## src/logic/slot_alloc_pkg.sv

```systemverilog
// Shared widths, register map and response codes, imported by every slot allocator RTL block
`default_nettype none

package slot_alloc_pkg;

  // --------------------------------------------------------------------------
  // Pool geometry
  // --------------------------------------------------------------------------
  // Number of buffer slots managed by the pool
  localparam int NUM_SLOTS = 16;
  // Most slots one request can take in a cycle
  localparam int ALLOCS_PER_CYCLE = 2;

  // One bit per slot, set means free
  typedef logic [NUM_SLOTS-1:0] slot_mask_t;
  // Binary index of a single slot
  typedef logic [$clog2(NUM_SLOTS)-1:0] slot_idx_t;
  // Free count needs one extra code to reach NUM_SLOTS itself
  typedef logic [$clog2(NUM_SLOTS+1)-1:0] slot_count_t;
  // Requested slot count, 1 or 2
  typedef logic [$clog2(ALLOCS_PER_CYCLE+1)-1:0] alloc_count_t;

  // --------------------------------------------------------------------------
  // AXI4-Lite host port
  // --------------------------------------------------------------------------
  typedef logic [7:0] axil_addr_t;
  typedef logic [31:0] axil_data_t;
  typedef logic [1:0] axil_resp_t;

  // Register byte offsets
  localparam axil_addr_t ADDR_FREE = 8'h00;
  localparam axil_addr_t ADDR_COUNT = 8'h04;
  localparam axil_addr_t ADDR_RELEASE = 8'h08;

  // Response codes used by the slave
  localparam axil_resp_t RESP_OKAY = 2'b00;
  localparam axil_resp_t RESP_SLVERR = 2'b10;

endpackage : slot_alloc_pkg

`default_nettype wire

```

## src/logic/enc_priority_encoder.sv

```systemverilog
// Multi-result priority encoder, returns several disjoint one-hot picks from one request vector
`timescale 1ns/1ps
`default_nettype none

module enc_priority_encoder #(
  // Width of the request vector, must exceed num_results
  parameter int num_requesters = 2,
  // Number of one-hot picks produced, at least 1
  parameter int num_results = 1,
  // Set to give the top bit of in the highest priority
  parameter bit msb_highest_priority = 0
) (
  input  logic [num_requesters-1:0]                  in,
  output logic [num_results-1:0][num_requesters-1:0] out
);

  // --------------------------------------------------------------------------
  // LSB-first view of the request vector
  // --------------------------------------------------------------------------
  logic [num_requesters-1:0]                  in_int;
  // Requests still unclaimed when result k searches
  logic [num_results-1:0][num_requesters-1:0] remain;
  // Picks in the LSB-first view
  logic [num_results-1:0][num_requesters-1:0] out_int;

  // Mirror the input when the MSB wins, so the search below is always LSB first
  always_comb begin
    for (int i = 0; i < num_requesters; i++) begin
      if (msb_highest_priority) begin
        in_int[i] = in[num_requesters-1-i];
      end else begin
        in_int[i] = in[i];
      end
    end
  end

  // --------------------------------------------------------------------------
  // Cascaded lowest-set-bit search
  // --------------------------------------------------------------------------
  for (genvar k = 0; k < num_results; k++) begin : gen_result
    if (k == 0) begin : gen_first
      // First result sees every request
      assign remain[k] = in_int;
    end else begin : gen_next
      // Drop whatever the previous result claimed
      assign remain[k] = remain[k-1] & ~out_int[k-1];
    end

    // Two's complement trick isolates the lowest set bit
    // All zero when nothing is left to claim
    assign out_int[k] = remain[k] & (~remain[k] + 1'b1);
  end

  // --------------------------------------------------------------------------
  // Back to the caller's bit order
  // --------------------------------------------------------------------------
  always_comb begin
    for (int k = 0; k < num_results; k++) begin
      for (int j = 0; j < num_requesters; j++) begin
        if (msb_highest_priority) begin
          out[k][j] = out_int[k][num_requesters-1-j];
        end else begin
          out[k][j] = out_int[k][j];
        end
      end
    end
  end

endmodule : enc_priority_encoder

`default_nettype wire

```

## src/logic/enc_onehot_to_bin.sv

```systemverilog
// One-hot slot pick to binary index converter, one instance per allocation result
`timescale 1ns/1ps
`default_nettype none

module enc_onehot_to_bin (
  input  slot_alloc_pkg::slot_mask_t onehot,
  output slot_alloc_pkg::slot_idx_t  idx,
  output logic                       found
);

  import slot_alloc_pkg::*;

  // OR together the index of each set bit
  // With a legal one-hot input only one term contributes
  always_comb begin
    idx = '0;
    for (int i = 0; i < NUM_SLOTS; i++) begin
      if (onehot[i]) begin
        idx = idx | slot_idx_t'(i);
      end
    end
  end

  // Any bit set means the encoder found a slot
  // Zero input leaves idx at 0 with found low
  assign found = |onehot;

endmodule : enc_onehot_to_bin

`default_nettype wire

```

## src/logic/slot_pool.sv

```systemverilog
// Free-slot mask and count for the pool, applies grants and host releases and drives alloc_ready
`timescale 1ns/1ps
`default_nettype none

module slot_pool (
  input  logic                       clk,
  input  logic                       arst_n,
  // Allocation request and encoder picks
  input  logic                       alloc_valid,
  input  slot_alloc_pkg::alloc_count_t alloc_count,
  input  slot_alloc_pkg::slot_mask_t [slot_alloc_pkg::ALLOCS_PER_CYCLE-1:0] pick,
  output logic                       alloc_ready,
  // Release pulse from the register slave
  input  logic                       release_valid,
  input  slot_alloc_pkg::slot_mask_t release_mask,
  // Pool status
  output slot_alloc_pkg::slot_mask_t free_mask,
  output slot_alloc_pkg::slot_count_t free_count
);

  import slot_alloc_pkg::*;

  logic        alloc_fire;
  slot_mask_t  alloc_clear;
  slot_mask_t  release_set;
  slot_mask_t  next_mask;
  slot_count_t next_count;

  // --------------------------------------------------------------------------
  // Allocation handshake
  // --------------------------------------------------------------------------
  // Ready straight from the registered count, so a grant never overdraws
  assign alloc_ready = (free_count >= slot_count_t'(alloc_count));
  assign alloc_fire  = alloc_valid && alloc_ready;

  // Bits granted this cycle
  // Second pick only counts for a two-slot request
  always_comb begin
    alloc_clear = '0;
    if (alloc_fire) begin
      if (alloc_count != '0) begin
        alloc_clear = alloc_clear | pick[0];
      end
      if (alloc_count == alloc_count_t'(2)) begin
        alloc_clear = alloc_clear | pick[1];
      end
    end
  end

  // --------------------------------------------------------------------------
  // Next state of the mask
  // --------------------------------------------------------------------------
  // Release only lands during its one-cycle pulse
  assign release_set = release_valid ? release_mask : '0;

  // Grants clear, releases set
  // A slot released while already free just stays free
  assign next_mask = (free_mask & ~alloc_clear) | release_set;

  // Population count of the next mask keeps count and mask in step
  always_comb begin
    next_count = '0;
    for (int i = 0; i < NUM_SLOTS; i++) begin
      next_count = next_count + slot_count_t'(next_mask[i]);
    end
  end

  // --------------------------------------------------------------------------
  // State registers
  // --------------------------------------------------------------------------
  always_ff @(posedge clk or negedge arst_n) begin
    if (!arst_n) begin
      // Whole pool starts free
      free_mask  <= '1;
      free_count <= slot_count_t'(NUM_SLOTS);
    end else begin
      free_mask  <= next_mask;
      free_count <= next_count;
    end
  end

endmodule : slot_pool

`default_nettype wire

```

## src/logic/slot_axil_regs.sv

```systemverilog
// AXI4-Lite slave for the slot pool, exposes free mask and count and turns release writes into a pulse
`timescale 1ns/1ps
`default_nettype none

module slot_axil_regs (
  input  logic                        clk,
  input  logic                        arst_n,
  // Write address channel
  input  logic                        awvalid,
  output logic                        awready,
  input  slot_alloc_pkg::axil_addr_t  awaddr,
  // Write data channel
  input  logic                        wvalid,
  output logic                        wready,
  input  slot_alloc_pkg::axil_data_t  wdata,
  input  logic [3:0]                  wstrb,
  // Write response channel
  output logic                        bvalid,
  input  logic                        bready,
  output slot_alloc_pkg::axil_resp_t  bresp,
  // Read address channel
  input  logic                        arvalid,
  output logic                        arready,
  input  slot_alloc_pkg::axil_addr_t  araddr,
  // Read data channel
  output logic                        rvalid,
  input  logic                        rready,
  output slot_alloc_pkg::axil_data_t  rdata,
  output slot_alloc_pkg::axil_resp_t  rresp,
  // Pool side
  input  slot_alloc_pkg::slot_mask_t  free_mask,
  input  slot_alloc_pkg::slot_count_t free_count,
  output logic                        release_valid,
  output slot_alloc_pkg::slot_mask_t  release_mask
);

  import slot_alloc_pkg::*;

  typedef enum logic {
    WR_IDLE,
    WR_RESP
  } wr_state_t;

  typedef enum logic {
    RD_IDLE,
    RD_DATA
  } rd_state_t;

  wr_state_t wr_state;
  rd_state_t rd_state;
  logic      wr_accept;
  logic      wr_hit;
  logic      rd_accept;

  // --------------------------------------------------------------------------
  // Write path
  // --------------------------------------------------------------------------
  // Address and data taken together, never while a response is still open
  assign wr_accept = (wr_state == WR_IDLE) && awvalid && wvalid;
  assign awready   = wr_accept;
  assign wready    = wr_accept;
  assign bvalid    = (wr_state == WR_RESP);

  // Only the release register is writable
  assign wr_hit = (awaddr == ADDR_RELEASE);

  always_ff @(posedge clk or negedge arst_n) begin
    if (!arst_n) begin
      wr_state      <= WR_IDLE;
      release_valid <= 1'b0;
    end else begin
      // Pulse lines up with the first bvalid cycle
      release_valid <= wr_accept && wr_hit;
      case (wr_state)
        WR_IDLE: begin
          if (wr_accept) begin
            wr_state <= WR_RESP;
          end
        end
        WR_RESP: begin
          // Response held until the host takes it
          if (bready) begin
            wr_state <= WR_IDLE;
          end
        end
        default: wr_state <= WR_IDLE;
      endcase
    end
  end

  // Response code and release payload captured at acceptance
  always_ff @(posedge clk) begin
    if (wr_accept) begin
      bresp <= wr_hit ? RESP_OKAY : RESP_SLVERR;
      // Byte lanes 0 and 1 cover the 16 slot bits
      release_mask[7:0]  <= wstrb[0] ? wdata[7:0] : 8'h00;
      release_mask[15:8] <= wstrb[1] ? wdata[15:8] : 8'h00;
    end
  end

  // --------------------------------------------------------------------------
  // Read path
  // --------------------------------------------------------------------------
  // New address only once the previous data has gone
  assign rd_accept = (rd_state == RD_IDLE) && arvalid;
  assign arready   = rd_accept;
  assign rvalid    = (rd_state == RD_DATA);

  always_ff @(posedge clk or negedge arst_n) begin
    if (!arst_n) begin
      rd_state <= RD_IDLE;
    end else begin
      case (rd_state)
        RD_IDLE: begin
          if (rd_accept) begin
            rd_state <= RD_DATA;
          end
        end
        RD_DATA: begin
          if (rready) begin
            rd_state <= RD_IDLE;
          end
        end
        default: rd_state <= RD_IDLE;
      endcase
    end
  end

  // Snapshot of pool status at address acceptance
  always_ff @(posedge clk) begin
    if (rd_accept) begin
      case (araddr)
        ADDR_FREE: begin
          rdata <= axil_data_t'(free_mask);
          rresp <= RESP_OKAY;
        end
        ADDR_COUNT: begin
          rdata <= axil_data_t'(free_count);
          rresp <= RESP_OKAY;
        end
        // Write-only register reads back as zero
        ADDR_RELEASE: begin
          rdata <= '0;
          rresp <= RESP_OKAY;
        end
        default: begin
          rdata <= '0;
          rresp <= RESP_SLVERR;
        end
      endcase
    end
  end

endmodule : slot_axil_regs

`default_nettype wire

```

## src/logic/slot_alloc_top.sv

```systemverilog
// Slot allocator top level, wires the AXI4-Lite register slave, pool, encoder and index converters
`timescale 1ns/1ps
`default_nettype none

module slot_alloc_top (
  input  logic                         clk,
  input  logic                         arst_n,
  // Allocation port
  input  logic                         alloc_valid,
  input  slot_alloc_pkg::alloc_count_t alloc_count,
  output logic                         alloc_ready,
  output slot_alloc_pkg::slot_idx_t    alloc_slot0,
  output slot_alloc_pkg::slot_idx_t    alloc_slot1,
  output logic                         alloc_found1,
  // AXI4-Lite host port
  input  logic                         awvalid,
  output logic                         awready,
  input  slot_alloc_pkg::axil_addr_t   awaddr,
  input  logic                         wvalid,
  output logic                         wready,
  input  slot_alloc_pkg::axil_data_t   wdata,
  input  logic [3:0]                   wstrb,
  output logic                         bvalid,
  input  logic                         bready,
  output slot_alloc_pkg::axil_resp_t   bresp,
  input  logic                         arvalid,
  output logic                         arready,
  input  slot_alloc_pkg::axil_addr_t   araddr,
  output logic                         rvalid,
  input  logic                         rready,
  output slot_alloc_pkg::axil_data_t   rdata,
  output slot_alloc_pkg::axil_resp_t   rresp
);

  import slot_alloc_pkg::*;

  // Pool status and release handoff
  slot_mask_t  free_mask;
  slot_count_t free_count;
  logic        release_valid;
  slot_mask_t  release_mask;
  // Lowest free slots, one one-hot vector per result
  slot_mask_t [ALLOCS_PER_CYCLE-1:0] pick;

  // --------------------------------------------------------------------------
  // Host registers
  // --------------------------------------------------------------------------
  slot_axil_regs u_regs (
    .clk(clk), .arst_n(arst_n),
    .awvalid(awvalid), .awready(awready), .awaddr(awaddr),
    .wvalid(wvalid), .wready(wready), .wdata(wdata), .wstrb(wstrb),
    .bvalid(bvalid), .bready(bready), .bresp(bresp),
    .arvalid(arvalid), .arready(arready), .araddr(araddr),
    .rvalid(rvalid), .rready(rready), .rdata(rdata), .rresp(rresp),
    .free_mask(free_mask), .free_count(free_count),
    .release_valid(release_valid), .release_mask(release_mask)
  );

  // --------------------------------------------------------------------------
  // Pool state and allocation datapath
  // --------------------------------------------------------------------------
  slot_pool u_pool (
    .clk(clk), .arst_n(arst_n),
    .alloc_valid(alloc_valid), .alloc_count(alloc_count),
    .pick(pick), .alloc_ready(alloc_ready),
    .release_valid(release_valid), .release_mask(release_mask),
    .free_mask(free_mask), .free_count(free_count)
  );

  // LSB first so the lowest free index always wins
  enc_priority_encoder #(
    .num_requesters(NUM_SLOTS),
    .num_results(ALLOCS_PER_CYCLE),
    .msb_highest_priority(1'b0)
  ) u_enc (
    .in(free_mask),
    .out(pick)
  );

  // First pick is always present when alloc_ready is high
  enc_onehot_to_bin u_idx0 (.onehot(pick[0]), .idx(alloc_slot0), .found());

  // Second pick may be missing with only one slot free
  enc_onehot_to_bin u_idx1 (.onehot(pick[1]), .idx(alloc_slot1), .found(alloc_found1));

endmodule : slot_alloc_top

`default_nettype wire

```

## config.mk

```make
export PLATFORM = sky130hd
export DESIGN_NAME = slot_alloc_top
export DESIGN_NICKNAME = d
export VERILOG_FILES = /design/src/logic/slot_alloc_pkg.sv /design/src/logic/enc_priority_encoder.sv /design/src/logic/enc_onehot_to_bin.sv /design/src/logic/slot_pool.sv /design/src/logic/slot_axil_regs.sv /design/src/logic/slot_alloc_top.sv
export SDC_FILE = /design/constraint.sdc
export NUM_CORES = 1
export LEC_CHECK = 0
export ABC_AREA = 0
export BUFFER_PORTS_ARGS = -buffer_cell sky130_fd_sc_hd__buf_2
export CAP_MARGIN = 40
export CORE_MARGIN = 2
export CORE_UTILIZATION = 35
export DETAILED_ROUTE_END_ITERATION = 8
export SYNTH_ARGS = -nofsm -noshare
export SYNTH_HDL_FRONTEND = slang
export SYNTH_SLANG_ARGS = --single-unit
```

## constraint.sdc

```tcl
create_clock -name clk -period 13.15 [get_ports clk]
set_input_delay 1.315 -clock clk [delete_from_list [all_inputs] [get_ports clk]]
set_output_delay 1.315 -clock clk [all_outputs]
set_load 0.01 [all_outputs]
```

==> run metrics, run 1 <==
CP endpoint kind register; port bufs 76; WP data arrival 6.40 ns; cts repair resizes 0; met1 Resource Use GR 21.5%; cts hold-fix bufs 0; pin count of the biggest net entering global routing 26; crit path time final 6.13 ns; GR Overflow Total 0; DR pass1 iterations 5; Yosys top cell area share 25.7%; Residual DRC 0; Routed WL 9.20 mm; vias in the first global route 2,909; WL/cell 14.9 um; met3 Use GR 4.17%; non-filler cells in the finished layout 618; row cnt 38; # diodes 0; pwr dens 110 nW/um2; sequential-to-total area share from yosys stat 41.3%; CP required 13.42 ns; Final HPWL DP 6.88 mm; ys async rst share 41.4%; Synth cell types 67; Critical Path Source Type input port; P_leak 2.02 nW; GRT Overall Usage 15.3%; Slew Limit Fails 0; most common flop cell mapped by yosys edfxtp_1; routability cong. 0.862; Inst Count DP 602; worst-path fanout max 11; Post CTS Setup Buffer Count 0; first-pass GRT wire length 14.9 mm; Warnings, synthesis 0; top cells by area, synth edfxtp_1, dfstp_2, fa_1; clock slew at reported path FFs 0.05 ns; die height 111 um; R2R Setup Slk 7.72 ns; maximum VDD drop 0.0000993 V; Post-synth EDFFs 34; CTS Sinks 58; synthesis-stage register bit count 58; average size of a mapped cell 9.64 um2; Cell Area, Synth 3980 um2; Antenna Nets Post-Route 0; Max Fclk 163 MHz; P&R area growth vs syn 17.7%; Layout fillers 1,082; Gate Count Post-Synth 413; core area 11,000 um2; Final period util 46.6%; initial cell density of the core 36.2%; RSZ-0062 raised after global routing no; nets 552; Max Cap Viol 0; met2 Use GR 21.8%; critical path class in2reg; I/O pin cnt 113; setup_tns 0 ns; status complete, no violations; final hold vios 0; clk_skew 0.00707 ns; HP Class reg2reg; antenna violations before repair 0; TritonCTS clock tree done; Die W 111 um; Top Usage Layer GRT met2; routed vias 3,250; Slew HR 47.7%; area leader, netlist edfxtp_1; Clock Tree Buf Depth 2; fraction of layout cells with a size suffix above 1 26.4%; cts bufs inserted 9; initial DRC count 234; full die area 12,200 um2; # H-tree levels 3; Worst Tran Pin Value 0.785 ns; clk_lat worst skew 0.33 ns; CTS root buf clkbuf_16; post-DR vias/cell 5.26; final setup violating endpoints 0
cells in the final DEF (no fill, tap or decap), drive strengths merged, types with 10 or more instances in the layout:
master,n
buf,77
edfxtp,34
nor2,33
nand2,32
a21oi,27
inv,24
and2,23
conb,18
dfstp,17
o21ai,15
nor3,13
nand3,10
fa,10
metrics by stage:
step / cell area [um2] / setup slack, ns / hold WS, ns / total power, mW / utilization (%)
2_1_floorplan: 4040 / 7.21 / 0.448 / 0.246 / -
3_3_place_gp: 4360 / 6.76 / 0.475 / 0.264 / 39.7
3_5_place_dp: 4360 / 6.68 / 0.477 / 0.265 / 39.7
4_1_cts: 4680 / 7.01 / 0.485 / 0.519 / 42.6
5_1_grt: 4680 / 6.67 / 0.504 / 0.534 / 42.6
6_report: 4680 / 7.02 / 0.486 / 0.513 / 42.6
routing by layer:
metal | part of all wire [%] | routed length [um]
met1 | 46 | 4260
met2 | 44 | 4000
met3 | 7.7 | 708
met4 | 2.5 | 228
met5 | 0 | 0
report_power, final:
part / switching, mW / internal (mW)
Combinational: 0.0334 / 0.0217
Clock: 0.0847 / 0.167
Sequential: 0.00401 / 0.202
Total: 0.122 / 0.391
final timing paths:
path	startpoint	to	cells past startpoint
max	alloc_count[0]	u_pool.free_count[1]$_DFF_PN0_	17
max reg2reg	u_pool.free_mask[0]$_DFF_PN1_	u_pool.free_count[1]$_DFF_PN0_	15
min	u_regs.rvalid$_DFF_PN0_	u_regs.rvalid$_DFF_PN0_	1
min in group asynchronous	arst_n	u_pool.free_count[2]$_DFF_PN0_	1
min reg2reg	u_regs.rvalid$_DFF_PN0_	u_regs.rvalid$_DFF_PN0_	1
max in group asynchronous	arst_n	u_pool.free_mask[15]$_DFF_PN1_	1
flip-flops by register name, indices dropped and copies added, names as in the netlist:
register,count
u_regs.rvalid,1
u_regs.rdata,16
u_pool.free_mask,16
u_regs.release_valid,1
u_pool.free_count,5
u_regs.bresp,1
u_regs.rresp,1
u_regs.bvalid,1
u_regs.release_mask,16
area by class of cell:
type,instances,area [um2],share of cell area [%]
Clock buffer,9,225,4.81
Tap cell,140,175,3.74
Clock inverter,7,103,2.19
Timing Repair Buffer,77,388,8.28
Inverter,23,86.3,1.84
Multi-Input combinational cell,304,2060,44.1
Sequential cell,58,1640,35.1
kinds of logic after synthesis:
kind of cell	share of synthesized area, %
simple gates	19.9
compound gates	19.7
xor+xnor	1.54
mux	1.51
buf+inv	8.49
other cells	0.0942
flops	41.3
fa+ha+maj	7.48
Yosys cell counts, types with 3 or more instances:
master	instances
ha_1	7
o31ai_1	5
nor2_1	33
a22oi_1	6
edfxtp_1	34
a21o_1	8
dfrtp_1	7
o211ai_1	5
nor3_1	11
a31oi_1	3
xor2_1	3
a21oi_1	27
nand2b_1	5
nor4_1	5
a211oi_1	4
inv_1	23
xnor2_1	4
mux2i_1	6
clkbuf_1	19
nand2_1	32
a22o_1	7
buf_1	3
or3_1	4
or2_2	5
nor2b_1	3
nand3_1	10
and2_1	23
dfstp_2	17
buf_2	3
o21a_1	3
o21ai_0	13
buf_4	19
a32oi_1	3
a32o_1	5
fa_1	10
critical path, stage by stage:
cell,delay [ns]
buf_2,0.18
ha_1,0.31
nor2b_1,0.04
o21ai_0,0.37
nand3_1,0.40
a2111oi_4,0.47
a21oi_1,0.16
a22oi_1,0.23
fa_1,0.47
fa_1,0.52
fa_1,0.44
fa_1,0.49
inv_1,0.06
fa_1,0.38
inv_1,0.08
fa_1,0.41
inv_1,0.07
No activity file was read; power rests on OpenSTA's default activity.
==> run 2, diff against run 1 <==
==> constraint.sdc (replaced) <==
create_clock -name clk -period 4.99 [get_ports clk]
set_input_delay 0.499 -clock clk [delete_from_list [all_inputs] [get_ports clk]]
set_output_delay 0.499 -clock clk [all_outputs]
set_load 0.01 [all_outputs]
==> run 2 against run 1 <==
Die area stayed put. Routed wire length up 6.8%. Sequential share of layout area fell by 2.8 points. Core utilization up 3.7 points. Register-to-register slack lost 7.7 ns. Sequential power grew to 2.6 times the previous value. Non-clock buffer count grew 50. Count of clock-buffer cells in the layout rose by 1. Total power rose to 2.6 times the previous value. Critical endpoint unchanged. First-iteration DRC count decreased by 55%.
==> run metrics, run 2 (same netlist as run 1, synthesis figures left out) <==
status complete, no violations; Critical Path Source Type register; P_leak 2.27 nW (+13%); met2 WL 4.46 mm (+11%); pin count of the biggest net entering global routing 25 (-3.8%); P&R area growth vs syn 28.0%; initial cell density of the core 36.2% (unchanged); Pint 1.04 mW (+160%); routability cong. 0.858 (-0.48%); WP data arrival 5.24 ns (-1.16 ns); commonest non-fill, non-tap cell in the layout buf_2; TritonCTS clock tree done; Die W 111 um (unchanged); maximum VDD drop 0.000135 V (+36%); clock slew at reported path FFs 0.05 ns (about the same); Net Sw Power 0.314 mW (+160%); DR pass1 iterations 6 (+1); Antenna Nets Post-Route 0 (unchanged); Max Fclk 201 MHz; # diodes 0 (unchanged); GR Overflow Total 0 (unchanged); fraction of layout cells with a size suffix above 1 35.2% (+8.9 points); post-DR vias/cell 5.07 (-3.7%); sequential power share 40.3% (about the same); Worst Tran Pin Value 0.656 ns (-0.129 ns); met3 WL post-DR 594 um (-16%); Clock Power Share 47.7% (-1.4 points); non-filler cells in the finished layout 668 (+8.1%); biggest regs u_pool.free_mask x16, u_regs.rdata x16, u_regs.release_mask x16; initial DRC count 105 (-55%); M1 wire length 4.59 mm (+7.8%); Sw Ratio 23.3% (-0.54 points); full die area 12,200 um2 (unchanged); CTS root buf clkbuf_16; antenna violations before repair 0 (unchanged); pwr dens 265 nW/um2 (+140%); row cnt 38 (unchanged); CP required 5.27 ns (-8.15 ns); Final period util 99.5%; CP endpoint kind register; Max Cap Viol 0 (unchanged); Routed WL 9.82 mm (+6.8%); Slew HR 56.2% (+8.5 points); WL/cell 14.7 um (-1.2%); clk_lat worst skew 0.34 ns (about the same); RSZ-0062 raised after global routing yes; CTS Sinks 58 (unchanged); die height 111 um (unchanged); nets 602 (+9.1%); worst-path fanout max 5 (-6); # H-tree levels 3 (unchanged); first-pass GRT wire length 15.7 mm (+5.2%); most frequent cells in the layout buf_2, buf_4, edfxtp_1; Setup crit start u_pool.free_mask[0]$_DFF_PN1_; core area 11,000 um2 (unchanged); Clock Tree Buf Depth 2 (unchanged); clk_skew 0.0113 ns (+0.00425 ns); cts bufs inserted 9 (unchanged); HP Class in2async; GRT Overall Usage 16.0% (+0.79 points); routed vias 3,384 (+4.1%); Residual DRC 0 (unchanged); I/O pin cnt 113 (unchanged); Fin Hold WS 0.155 ns (-0.331 ns); final hold vios 0 (unchanged); crit path time final 4.97 ns; highest routed layer met4; vias in the first global route 3,135 (+7.8%); port bufs 76 (unchanged); critical path class reg2reg; critical register-to-register path startpoint u_pool.free_mask[0]$_DFF_PN1_; cts hold-fix bufs 0 (unchanged); Final HPWL DP 7.63 mm (+11%); Slew Limit Fails 0 (unchanged); final setup violating endpoints 0 (unchanged); Inst Count DP 646 (+7.3%); Comb pwr share 12.0% (+1.3 points); R2R cell count 16 (+1)
## run 2: power groups by stage
stage	sequential, mW	clock (mW)	combinational [mW]
floorplan	0.555	0	0.0927
global placement	0.551	0	0.158
detailed placement	0.552	0	0.162
CTS	0.544	0.657	0.164
global route	0.545	0.678	0.181
finish	0.544	0.644	0.163
## run 2: metal layers
layer  vias to the layer above  global-route usage [%]
met2                       113                    24.9
met5                         -                       0
met1                      1585                    21.7
met4                         0                    6.42
met3                        11                    3.68
li1                       1675                       -
## run 2: worst max-delay path, cell delays in order (launching register included)
cell      delay [ns]
dfstp_2         0.39
or4_4           0.57
nor3_4          0.17
o21ai_2         0.10
buf_4           0.16
a21o_1          0.17
o211ai_1        0.30
and2_4          0.21
fa_1            0.43
fa_1            0.53
fa_1            0.43
fa_1            0.51
inv_2           0.05
fa_2            0.35
inv_2           0.06
fa_2            0.43
inv_2           0.05
## run 2: final cells by class
cell class | count | area (um2)
Fill cell | 1038 | 5890
Multi-Input combinational cell | 304 | 2110
Timing Repair Buffer | 127 | 767
Clock inverter | 6 | 81.3
Tap cell | 140 | 175
Inverter | 23 | 86.3
Sequential cell | 58 | 1640
Clock buffer | 10 | 229
## run 2: metrics by stage
step	setup WS, ns	TNS [ns]	cell area (um2)	total power, mW	util, %
after floorplan	0.0297	0	4040	0.647	-
after global placement	-0.0845	-0.175	4690	0.709	42.7
after detailed placement	-0.184	-0.599	4690	0.714	42.7
after CTS	0.00497	0	5060	1.37	46.0
after global routing	-0.101	-0.195	5090	1.40	46.4
final	0.0238	0	5090	1.35	46.4
## run 2: path summary, 6_finish.rpt
path / slack [ns] / end
hold / removal: 0.15 / u_pool.free_count[3]$_DFF_PN0_
min in group clk: 0.33 / u_regs.rvalid$_DFF_PN0_
hold reg to reg: 0.49 / u_regs.rvalid$_DFF_PN0_
max in group asynchronous: 4.46 / u_pool.free_mask[15]$_DFF_PN1_
setup / recovery: 0.02 / u_pool.free_count[1]$_DFF_PN0_
setup reg to reg: 0.02 / u_pool.free_count[1]$_DFF_PN0_
## run 2: what timing repair did
item / CTS / global route
endpoints found under the setup margin: 4 / 4
pin swaps: 10 / 8
buffers inserted: 3 / 3
resized for setup: 11 / 6
==> run 3, diff against run 2 <==
==> constraint.sdc (replaced) <==
create_clock -name clk -period 4.16 [get_ports clk]
set_input_delay 0.416 -clock clk [delete_from_list [all_inputs] [get_ports clk]]
set_output_delay 0.416 -clock clk [all_outputs]
set_load 0.01 [all_outputs]
==> run 3 against run 2 <==
Die area unchanged. Highest routed layer unchanged. Critical path depth unchanged. Maximum frequency rose by 3.3%. Sequential cell count is the same. Worst hold slack got worse by 0.079 ns. The run now ends with negative setup slack left. Clock power is 26% higher. Total power grew 24%. Final area grew 6.2%. Clock skew decreased by 0.0052 ns.
==> run metrics, run 3 (same netlist as run 1, synthesis figures left out) <==
status finished, violations left; violated checks negative setup slack; CTS root buf clkbuf_16; CP cell instances buf_6, or2_4, o41ai_4, o21ai_4, a21o_1, o211ai_1, and2_4, fa_1, fa_1, fa_1, fa_1, inv_1, fa_2, inv_2, fa_2, inv_2; Critical Path Source Type register; WP data arrival 5.08 ns (-0.16 ns); Max Cap Viol 0 (unchanged); DR pass1 iterations 5 (-1); non-filler cells in the finished layout 702 (+5.1%); post-DR vias/cell 5.13 (+1.2%); critical path class reg2reg; # diodes 0 (unchanged); Residual DRC 0 (unchanged); Slew Limit Fails 0 (unchanged); Clock Tree Buf Depth 2 (unchanged); TritonCTS clock tree done; HP Class in2async; clk_lat worst skew 0.33 ns (about the same); Inst Count DP 677 (+4.8%); routability cong. 0.891 (+3.8%); CP endpoint kind register; Slew HR 56.1% (-0.12 points); # H-tree levels 3 (unchanged); R2R cell count 16 (unchanged); most frequent cells in the layout buf_4, buf_2, edfxtp_1; initial cell density of the core 36.2% (unchanged); Finished Cell Area 5410 um2 (+6.2%); critical register-to-register path startpoint u_pool.free_mask[4]$_DFF_PN1_; I/O pin cnt 113 (unchanged); routed vias 3,600 (+6.4%); core area 11,000 um2 (unchanged); Multi-input gate area 2150 um2 (+2.0%); Routed WL 10.5 mm (+6.7%); Fin Hold WS 0.0752 ns (-0.0794 ns); row cnt 38 (unchanged); pwr dens 309 nW/um2 (+17%); final hold vios 0 (unchanged); crit path time final 4.81 ns (-0.158 ns); port bufs 76 (unchanged); Final HPWL DP 8.09 mm (+6.1%); full die area 12,200 um2 (unchanged); vias in the first global route 3,331 (+6.3%); P_leak 2.45 nW (+7.9%); register area 1640 um2 (unchanged); Final period util 116% (+16 points); fraction of layout cells with a size suffix above 1 40.4% (+5.2 points); biggest regs u_pool.free_mask x16, u_regs.rdata x16, u_regs.release_mask x16; CP required 4.43 ns (-0.84 ns); Die W 111 um (unchanged); Critical Path End u_pool.free_count[1]$_DFF_PN0_; initial DRC count 195 (+86%); Worst Tran Pin Value 0.658 ns (+0.00178 ns); die height 111 um (unchanged); pin count of the biggest net entering global routing 25 (unchanged); P&R area growth vs syn 36.0%; antenna violations before repair 0 (unchanged); worst-path fanout max 4 (-1); commonest non-fill, non-tap cell in the layout buf_4; nets 636 (+5.6%); Max Fclk 208 MHz (+3.3%); crit path setup slack, layout -0.648 ns (-0.672 ns); clk_skew 0.00616 ns (-0.00517 ns); clock slew at reported path FFs 0.05 ns (about the same); final setup violating endpoints 5 (+5); GRT Overall Usage 16.8% (+0.80 points); r2r endpoint u_pool.free_count[1]$_DFF_PN0_; Setup crit start u_pool.free_mask[4]$_DFF_PN1_; R2R Setup Slk -0.65 ns (-0.67 ns); maximum VDD drop 0.000217 V (+60%); Area after DPL 4950 um2 (+5.7%); first-pass GRT wire length 16.8 mm (+6.8%); Antenna Nets Post-Route 0 (unchanged); slowest stage delay, CP 0.51 ns (-0.06 ns); critical path's most frequent cell fa_1; RSZ-0062 raised after global routing yes; WL/cell 14.9 um (+1.5%); Layout fillers 1,020 (-1.7%); cts bufs inserted 9 (unchanged); CTS Sinks 58 (unchanged); slowest CP cell fa_1; cts hold-fix bufs 0 (unchanged); GR Overflow Total 0 (unchanged)
## run 3: cell type report
cell class                 instances  area share, %
tap                              140           3.24
clock buffer                       9           4.16
sequential                        58           30.4
clock inverter                     7           1.90
multi-input combinational        304           39.8
inverter                          23           1.60
timing repair buffer             161           19.0
## run 3: worst min-delay path by stage
stage / from / slack (ns) / cells after the start / end
CTS: arst_n / 0.1 / 1 / u_regs.rvalid$_DFF_PN0_
finish: arst_n / 0.08 / 1 / u_pool.free_count[0]$_DFF_PN0_
global route: arst_n / 0.11 / 1 / u_regs.bvalid$_DFF_PN0_
floorplan: arst_n / 0.12 / 0 / u_pool.free_count[0]$_DFF_PN0_
detailed placement: arst_n / 0.45 / 1 / u_pool.free_count[2]$_DFF_PN0_
global placement: arst_n / 0.45 / 1 / u_pool.free_count[2]$_DFF_PN0_
## run 3: per-stage QoR
stage	TNS [ns]	total power [mW]	setup slack (ns)	util (%)
floorplan	-3.31	0.777	-0.753	-
global placement	-2.81	0.862	-0.647	45.1
detailed placement	-3.06	0.867	-0.692	45.1
CTS	-2.60	1.69	-0.601	48.4
global route	-3.06	1.74	-0.725	49.3
finish	-2.63	1.67	-0.648	49.3
## run 3: what timing repair did
action,4_1_cts,5_1_grt
gates resized for setup,5,13
pin swaps,8,9
hold endpoints to repair,0,0
endpoints found under the setup margin,5,5
buffers inserted,3,6
## run 3: where the power goes
part           switching, mW  internal (mW)
sequential            0.0128          0.639
combinational          0.114         0.0945
clock                  0.285          0.529
## run 3: critical path, delay by kind of cell, from the launching register on
family / cells / cell delay [ns]
compound gates: 4 / 0.99
fa+ha+maj: 6 / 2.64
buf+inv: 4 / 0.29
flops: 1 / 0.40
simple gates: 2 / 0.42
## run 3: layer usage
layer / global-route usage (%) / vias up / wire length (um)
met4: 3.83 / 0 / 153
met1: 23.4 / 1672 / 4870
li1: - / 1758 / -
met3: 4.17 / 12 / 709
met2: 26.6 / 158 / 4750
met5: 0 / - / 0
